## src/alu_pkg.sv

```systemverilog
`default_nettype none

package alu_pkg;

  // #########################################################################
  // Data path sizes
  // #########################################################################

  localparam int unsigned XLEN       = 32;
  localparam int unsigned REG_ADDR_W = 5;
  localparam int unsigned NUM_REGS   = 2 ** REG_ADDR_W;

  // #########################################################################
  // ALU operations
  // #########################################################################

  typedef enum logic [3:0] {
    ALU_ADD     = 4'd0,
    ALU_SUB     = 4'd1,
    ALU_SLL     = 4'd2,
    ALU_SLT     = 4'd3,
    ALU_SLTU    = 4'd4,
    ALU_XOR     = 4'd5,
    ALU_SRL     = 4'd6,
    ALU_SRA     = 4'd7,
    ALU_OR      = 4'd8,
    ALU_AND     = 4'd9,
    ALU_PASS_B  = 4'd10, // Second operand straight through, used by LUI.
    ALU_INVALID = 4'd15
  } alu_op_t;

endpackage

`default_nettype wire

```

## src/rv32_isa_pkg.sv

```systemverilog
`default_nettype none

package rv32_isa_pkg;

  // #########################################################################
  // Major opcodes
  // #########################################################################

  // Bits 6:0 of every 32-bit instruction word.
  typedef enum logic [6:0] {
    LOAD   = 7'd3,
    OP_IMM = 7'd19,
    AUIPC  = 7'd23,
    STORE  = 7'd35,
    OP     = 7'd51,
    LUI    = 7'd55,
    BRANCH = 7'd99,
    JALR   = 7'd103,
    JAL    = 7'd111
  } opcode_t;

  // #########################################################################
  // Instruction formats
  // #########################################################################

  // UNDEFINED is a real code so that unknown opcodes never produce x.
  typedef enum logic [2:0] {
    R_TYPE    = 3'd0,
    I_TYPE    = 3'd1,
    L_TYPE    = 3'd2,
    S_TYPE    = 3'd3,
    B_TYPE    = 3'd4,
    U_TYPE    = 3'd5,
    J_TYPE    = 3'd6,
    UNDEFINED = 3'd7
  } instr_format_t;

  // #########################################################################
  // Field positions
  // #########################################################################

  localparam int unsigned FUNCT3_HI = 14;
  localparam int unsigned FUNCT3_LO = 12;
  localparam int unsigned FUNCT7_HI = 31;
  localparam int unsigned FUNCT7_LO = 25;

  // Low bit of each 5-bit register index.
  localparam int unsigned RD_LO  = 7;
  localparam int unsigned RS1_LO = 15;
  localparam int unsigned RS2_LO = 20;

  localparam logic [6:0] FUNCT7_ALT = 7'b0100000; // Selects SUB and SRA.

endpackage

`default_nettype wire
```

## src/rv32_exec_core.sv

```systemverilog
`timescale 1ns/100ps
`default_nettype none

module rv32_exec_core
  import alu_pkg::*;
(
  input  wire logic                  clk,
  input  wire logic                  rst_n,
  input  wire logic [31:0]           instr,
  input  wire logic                  instr_valid,
  output logic                       wb_valid,
  output logic      [REG_ADDR_W-1:0] wb_rd,
  output logic      [XLEN-1:0]       wb_data,
  output logic                       illegal
);

  alu_op_t               alu_op;
  logic [REG_ADDR_W-1:0] rs1;
  logic [REG_ADDR_W-1:0] rs2;
  logic [REG_ADDR_W-1:0] rd;
  logic [XLEN-1:0]       imm;
  logic                  use_imm;
  logic                  legal;
  logic [XLEN-1:0]       rs1_data;
  logic [XLEN-1:0]       rs2_data;
  logic [XLEN-1:0]       op_b;
  logic [XLEN-1:0]       result;
  logic                  we;

  // #########################################################################
  // Decode, operand read and execute
  // #########################################################################

  rv32_decoder u_decoder (
    .instr   (instr),
    .format  (),
    .is_jalr (),
    .alu_op  (alu_op),
    .rs1     (rs1),
    .rs2     (rs2),
    .rd      (rd),
    .imm     (imm),
    .use_imm (use_imm),
    .legal   (legal)
  );

  rv32_regfile u_regfile (
    .clk      (clk),
    .rst_n    (rst_n),
    .rs1      (rs1),
    .rs2      (rs2),
    .we       (we),
    .waddr    (rd),
    .wdata    (result),
    .rs1_data (rs1_data),
    .rs2_data (rs2_data)
  );

  assign op_b = use_imm ? imm : rs2_data;

  rv32_alu u_alu (
    .alu_op (alu_op),
    .a      (rs1_data),
    .b      (op_b),
    .result (result)
  );

  // Destination x0 still reports write-back but never reaches the register file.
  assign we = instr_valid && legal && (rd != '0);

  // #########################################################################
  // Write-back stage
  // #########################################################################

  always_ff @(posedge clk or negedge rst_n) begin
    if (!rst_n) begin
      wb_valid <= 1'b0;
      illegal  <= 1'b0;
      wb_rd    <= '0;
      wb_data  <= '0;
    end else begin
      wb_valid <= instr_valid && legal;
      illegal  <= instr_valid && !legal; // Illegal words pulse here and write nothing.
      if (instr_valid && legal) begin
        wb_rd   <= rd;
        wb_data <= result;
      end
    end
  end

endmodule

`default_nettype wire

```

## src/rv32_alu.sv

```systemverilog
`timescale 1ns/100ps
`default_nettype none

module rv32_alu
  import alu_pkg::*;
(
  input  alu_op_t              alu_op,
  input  wire logic [XLEN-1:0] a,
  input  wire logic [XLEN-1:0] b,
  output logic      [XLEN-1:0] result
);

  logic [4:0] shamt;
  logic       lt_signed;
  logic       lt_unsigned;

  assign shamt       = b[4:0]; // Upper bits of b play no part in a shift.
  assign lt_signed   = ($signed(a) < $signed(b));
  assign lt_unsigned = (a < b);

  // #########################################################################
  // Operation select
  // #########################################################################

  always_comb begin
    case (alu_op)
      ALU_ADD: begin
        result = a + b;
      end
      ALU_SUB: begin
        result = a - b;
      end
      ALU_SLL: begin
        result = a << shamt;
      end
      ALU_SLT: begin
        result = {{(XLEN-1){1'b0}}, lt_signed};
      end
      ALU_SLTU: begin
        result = {{(XLEN-1){1'b0}}, lt_unsigned};
      end
      ALU_XOR: begin
        result = a ^ b;
      end
      ALU_SRL: begin
        result = a >> shamt;
      end
      ALU_SRA: begin
        result = $unsigned($signed(a) >>> shamt); // Sign bit fills from the left.
      end
      ALU_OR: begin
        result = a | b;
      end
      ALU_AND: begin
        result = a & b;
      end
      ALU_PASS_B: begin
        result = b;
      end
      default: begin
        result = '0;
      end
    endcase
  end

endmodule

`default_nettype wire

```

## src/rv32_regfile.sv

```systemverilog
`timescale 1ns/100ps
`default_nettype none

module rv32_regfile
  import alu_pkg::*;
(
  input  wire logic                  clk,
  input  wire logic                  rst_n,
  input  wire logic [REG_ADDR_W-1:0] rs1,
  input  wire logic [REG_ADDR_W-1:0] rs2,
  input  wire logic                  we,
  input  wire logic [REG_ADDR_W-1:0] waddr,
  input  wire logic [XLEN-1:0]       wdata,
  output logic      [XLEN-1:0]       rs1_data,
  output logic      [XLEN-1:0]       rs2_data
);

  // x0 has no storage; only registers 1 to 31 exist.
  logic [XLEN-1:0] regs [1:NUM_REGS-1];

  // #########################################################################
  // Write port
  // #########################################################################

  always_ff @(posedge clk or negedge rst_n) begin
    if (!rst_n) begin
      for (int i = 1; i < NUM_REGS; i++) begin
        regs[i] <= '0;
      end
    end else if (we && (waddr != '0)) begin
      regs[waddr] <= wdata; // Writes to x0 fall away here.
    end
  end

  // #########################################################################
  // Read ports
  // #########################################################################

  // A value written at an edge is seen by the instruction of the next cycle.
  always_comb begin
    if (rs1 == '0) begin
      rs1_data = '0;
    end else begin
      rs1_data = regs[rs1];
    end
  end

  always_comb begin
    if (rs2 == '0) begin
      rs2_data = '0;
    end else begin
      rs2_data = regs[rs2];
    end
  end

endmodule

`default_nettype wire

```

## src/rv32_decoder.sv

```systemverilog
`timescale 1ns/100ps
`default_nettype none

module rv32_decoder
  import rv32_isa_pkg::*;
  import alu_pkg::*;
(
  input  wire logic [31:0]           instr,
  output instr_format_t              format,
  output logic                       is_jalr,
  output alu_op_t                    alu_op,
  output logic [REG_ADDR_W-1:0]      rs1,
  output logic [REG_ADDR_W-1:0]      rs2,
  output logic [REG_ADDR_W-1:0]      rd,
  output logic [XLEN-1:0]            imm,
  output logic                       use_imm,
  output logic                       legal
);

  opcode_t    opcode;
  logic [2:0] funct3;
  logic [6:0] funct7;
  logic       f7_zero;
  logic       f7_alt;
  alu_op_t    r_op;
  alu_op_t    i_op;

  assign opcode  = opcode_t'(instr[6:0]);
  assign funct3  = instr[FUNCT3_HI:FUNCT3_LO];
  assign funct7  = instr[FUNCT7_HI:FUNCT7_LO];
  assign f7_zero = (funct7 == 7'b0000000);
  assign f7_alt  = (funct7 == FUNCT7_ALT);

  assign rd  = instr[RD_LO +: REG_ADDR_W];
  assign rs1 = instr[RS1_LO +: REG_ADDR_W];
  assign rs2 = instr[RS2_LO +: REG_ADDR_W];

  // #########################################################################
  // Format classification
  // #########################################################################

  // AUIPC shares the U format with LUI but is never executed.
  always_comb begin
    is_jalr = 1'b0;
    case (opcode)
      OP:      format = R_TYPE;
      OP_IMM:  format = I_TYPE;
      LOAD:    format = L_TYPE;
      STORE:   format = S_TYPE;
      BRANCH:  format = B_TYPE;
      LUI:     format = U_TYPE;
      AUIPC:   format = U_TYPE;
      JAL:     format = J_TYPE;
      JALR: begin
        format  = J_TYPE; // Counted with jal, told apart by the flag.
        is_jalr = 1'b1;
      end
      default: format = UNDEFINED;
    endcase
  end

  // #########################################################################
  // Operation lookups
  // #########################################################################

  // Register-register map. Any funct7 other than zero or ALT is rejected.
  always_comb begin
    case (funct3)
      3'b000:  r_op = f7_zero ? ALU_ADD : (f7_alt ? ALU_SUB : ALU_INVALID);
      3'b001:  r_op = f7_zero ? ALU_SLL : ALU_INVALID;
      3'b010:  r_op = f7_zero ? ALU_SLT : ALU_INVALID;
      3'b011:  r_op = f7_zero ? ALU_SLTU : ALU_INVALID;
      3'b100:  r_op = f7_zero ? ALU_XOR : ALU_INVALID;
      3'b101:  r_op = f7_zero ? ALU_SRL : (f7_alt ? ALU_SRA : ALU_INVALID);
      3'b110:  r_op = f7_zero ? ALU_OR : ALU_INVALID;
      default: r_op = f7_zero ? ALU_AND : ALU_INVALID;
    endcase
  end

  // Register-immediate map. The upper bits are immediate except on shifts.
  always_comb begin
    case (funct3)
      3'b000:  i_op = ALU_ADD;
      3'b001:  i_op = f7_zero ? ALU_SLL : ALU_INVALID;
      3'b010:  i_op = ALU_SLT;
      3'b011:  i_op = ALU_SLTU;
      3'b100:  i_op = ALU_XOR;
      3'b101:  i_op = f7_zero ? ALU_SRL : (f7_alt ? ALU_SRA : ALU_INVALID);
      3'b110:  i_op = ALU_OR;
      default: i_op = ALU_AND;
    endcase
  end

  always_comb begin
    case (format)
      R_TYPE:  alu_op = r_op;
      I_TYPE:  alu_op = i_op;
      U_TYPE:  alu_op = (opcode == LUI) ? ALU_PASS_B : ALU_INVALID; // AUIPC needs the PC.
      default: alu_op = ALU_INVALID;
    endcase
  end

  // Upper immediate for LUI, sign-extended 12-bit immediate otherwise.
  assign imm = (format == U_TYPE) ? {instr[31:12], 12'b0}
                                  : {{(XLEN-12){instr[31]}}, instr[31:20]};

  assign use_imm = (format == I_TYPE) || (format == U_TYPE);
  assign legal   = (alu_op != ALU_INVALID); // Only executable formats get a real operation.

endmodule

`default_nettype wire

```

## config.mk

```make
export PLATFORM = sky130hd
export DESIGN_NAME = rv32_exec_core
export DESIGN_NICKNAME = d
export VERILOG_FILES = /design/src/alu_pkg.sv /design/src/rv32_isa_pkg.sv /design/src/rv32_exec_core.sv /design/src/rv32_alu.sv /design/src/rv32_regfile.sv /design/src/rv32_decoder.sv
export SDC_FILE = /design/constraint.sdc
export NUM_CORES = 2
export LEC_CHECK = 0
export BUFFER_PORTS_ARGS = -buffer_cell sky130_fd_sc_hd__buf_2
export CAP_MARGIN = 20
export CORE_MARGIN = 2
export CORE_UTILIZATION = 32
export DETAILED_ROUTE_END_ITERATION = 6
export MAX_ROUTING_LAYER = met4
export SLEW_MARGIN = 30
export SYNTH_ARGS = -nofsm -noshare
export SYNTH_HDL_FRONTEND = slang
export SYNTH_SLANG_ARGS = --single-unit
```

## constraint.sdc

```tcl
create_clock -name clk -period 12.8 [get_ports clk]
set_clock_uncertainty 0.05 [all_clocks]
set_input_delay 1.28 -clock clk [delete_from_list [all_inputs] [get_ports clk]]
set_output_delay 1.28 -clock clk [all_outputs]
set_load 0.005 [all_outputs]
```

==> impl_metrics.yaml <==
sta:
  final_sum_of_negative_setup_slack_ps: 0
  max_clock_freq_ghz: 0.118
  grt_setup_unrepaired: "false"
  setup-violations-final: 0
  drv_slew: 0
  hold_viol_final: 0
  maxSlewHeadroom: 0.283
  max_slew.worst_pin.slew_ps: 1080
  final_period_minus_worst_setup_slack_ps: 8490
  finalCritPeriodShare: 0.663
cells_and_area:
  syn2layout_area_growth_pct: 11.6
  final_net_count: 6180
  drive_gt1_frac: 0.185
  fin_area_sq_mm: 0.0701
setup_path:
  critPathMaxStageDelay_ps: 650
  crit_path_cell_chain: "buf_8, buf_12, mux4_2, mux4_2, mux2i_1, a22oi_1, ha_1, nor4_1, a21bo_2, o2111a_1, nor4_1, nor4_1, or3_1, o311a_1, xnor2_1, a2111oi_4, buf_4, o21ai_0"
  worstPathBufferInverterCount: 3
  timing.critical_path.to_type: "flop"
  peak_fanout_along_the_critical_path: 70
  worstPathRequired_ps: 13310
  critical_path.most_common_cell: "nor4_1"
  arrival_ps: 9000
  cp_top_family: "compound AO/OA/AOI/OAI gates"
  start_kind: "input pin"
  timing.critical_path.slowest_stage_cell: "mux2i_1"
  setup.worst_path.class: "input pin to flop"
floorplanning:
  chipWidth_um: 447
  initial_utilization: 0.322
  placeableCoreArea_sq_mm: 0.195
  rows: 162
  fp.dieArea_sq_mm: 0.200
  die_height_um: 447
  num_io_pins: 74
cts:
  clock_tree.buffer_depth: 3
  cts_tree: "done"
  number_of_buffers_inserted_during_clock_tree_synthesis: 114
  cts_post_setup_buffers_inserted: 0
  cts_max_level: 3
  cts.reportedPaths.clkPinSlew_ps: 60
  clock_latency_ps: 750
  cts_hold_repair.buffers: 0
  clock-sinks: 1031
  postCtsResizedCells: 0
  cts.root.buffer_cell: "clkbuf_16"
run_status:
  status: "finished, final reports clean"
grt:
  met3_usage: 0.0574
  groute.usage.overall: 0.263
  first_global_vias: 51300
  antenna_found_initial: 15
  grt.met1_usage: 0.328
  grt_util_met2: 0.397
  grt_max_degree: 168
  grt-busiest-layer: "met2"
  grt_pass1_wl_um: 373000
  grt_remaining_overflow: 0
detailed_routing:
  drcViolationCount: 0
  routed_via_density: 6.03
  dr_total_vias: 52900
  route.final.wire_length_um: 260000
  detail-route-antenna-nets: 0
  drt_pass1_iterations: 6
  avgRoutedWirePerCell_um: 29.7
  detailedRoute.firstIterationViolations: 6675
synthesis:
  synth.ff_latch_count: 1031
  syn_avg_cell_area_sq_um: 10.0
  synth_edf_count: 0
  mappedNetlistNets: 6400
  yosysUniqueCellTypes: 102
  synth_ff_type: "dfrtp_1"
  ys_async_rst_share: 1.00
  synthesis.area_sq_mm: 0.0628
  seq_area_frac_synth: 0.411
  postSynthCellCount: 6263
  synthesis.yosys.warnings: 0
power_and_ir_drop:
  p_sw_w: 0.00228
  internal_pwr_total_w: 0.00576
  power_density_mw_per_mm2: 115
  netSwitchingFraction: 0.283
  post_layout_power_w: 0.00804
  p_seq_frac: 0.427
  power_frac_clock: 0.423
  max-vdd-ir-drop_mv: 0.103
  p_leak_nw: 30.0
  combPwrFrac: 0.150
placement:
  hpwl_um: 170000
  gp_congestion: 1.03
  dpl_cell_area_sq_mm: 0.0660
  place.port_buffers: 73
flow_run:
  max-cap-violations: 0
hold_path:
  hp-class: "input pin to async pin"
==> power groups by stage <==
stage	combinational, W	clock [W]	sequential (W)
2_1_floorplan	0.000716	0	0.00346
3_3_place_gp	0.00117	0	0.00348
3_5_place_dp	0.00117	0	0.00349
4_1_cts	0.00118	0.00343	0.00343
5_1_grt	0.00128	0.00357	0.00344
6_report	0.00121	0.00340	0.00343
==> registers in the layout (all words and copies together) (netlist names) <==
name,count
u_regfile.regs,992
wb_data,32
wb_rd,5
illegal,1
wb_valid,1
==> synthesized netlist by cell type (19+ instances only) <==
library cell  number  area [sq um]
or3_1             19           119
a22oi_1           51           383
o31ai_1           20           150
nand2b_1          20           125
a221oi_1          33           289
mux2_2            78           878
nand3_1           56           280
a21oi_1          972          4860
o22ai_1           60           375
nand2_1          397          1490
inv_1            107           402
buf_2            166           831
nor2b_1           26           163
mux4_2           452         10200
clkbuf_1         356          1340
a22o_1            20           175
o21ai_1           27           135
mux2i_1          272          2720
dfrtp_1         1031         25800
o211ai_1          33           248
o21ai_0          255          1280
buf_1             34           128
a31oi_1           33           206
a211oi_1          50           375
nor3_1            52           260
nor2_1          1096          4110
o221ai_1          21           184
a21oi_2           30           263
buf_4             30           225
ha_1             100          1250
==> cell families after synthesis <==
group | after synthesis | share of synthesized area
multiplexers | 817 | 0.226
XOR/XNOR | 22 | 0.00307
adder cells (fa/ha/maj) | 102 | 0.0206
buffers and inverters | 714 | 0.0501
flip-flops | 1031 | 0.411
AND/OR/NAND/NOR | 1784 | 0.119
AO/OA/AOI/OAI | 1793 | 0.171
==> per-layer routing <==
layer | vias up | routed length (um)
met1 | 26600 | 99600
met2 | 3033 | 118000
met3 | 709 | 25900
met4 | 0 | 16300
met5 | - | 0
li1 | 22500 | -
==> final timing paths <==
kind,from,end,slack [ps],depth (start not counted)
worst max-delay path,instr[20],wb_data[31],4310,18
worst min-delay path,rst_n,u_regfile.regs[86],410,1
worst max register to register,u_regfile.regs[110],wb_data[31],5670,16
worst min register to register,wb_rd[4],wb_rd[4],420,2
max in group asynchronous,rst_n,u_regfile.regs[386],10190,4
min in group clk,wb_rd[4],wb_rd[4],420,2
==> cells in the final DEF (no fill, tap or decap), types with 65 or more instances in the layout <==
master,instances
o21ai_0,253
inv_1,102
nand2_1,395
ha_1,100
mux2i_1,271
mux2_2,78
dfrtp_1,1031
clkbuf_16,116
buf_4,168
buf_2,65
nor2_1,1061
mux4_2,452
a21oi_1,967
==> metrics by stage <==
stage	cells	utilization	worst slack (ps)	hold WS [ps]
global placement	8539	0.338	3790	405
finish	8765	0.359	4310	411
global route	8765	0.359	4020	437
floorplan	6263	-	4940	408
detailed placement	8545	0.339	3920	409
CTS	8748	0.358	4680	426
==> cell type report <==
cell class / count / area, sq um
Sequential cell: 1031 / 25800
Multi-Input combinational cell: 4518 / 34500
Timing Repair Buffer: 266 / 2240
Tap cell: 2624 / 3280
Inverter: 112 / 422
Fill cell: 19500 / 125000
Clock inverter: 33 / 439
Antenna cell: 11 / 27.5
Clock buffer: 170 / 3410
Power figures use the tool's default switching activity.
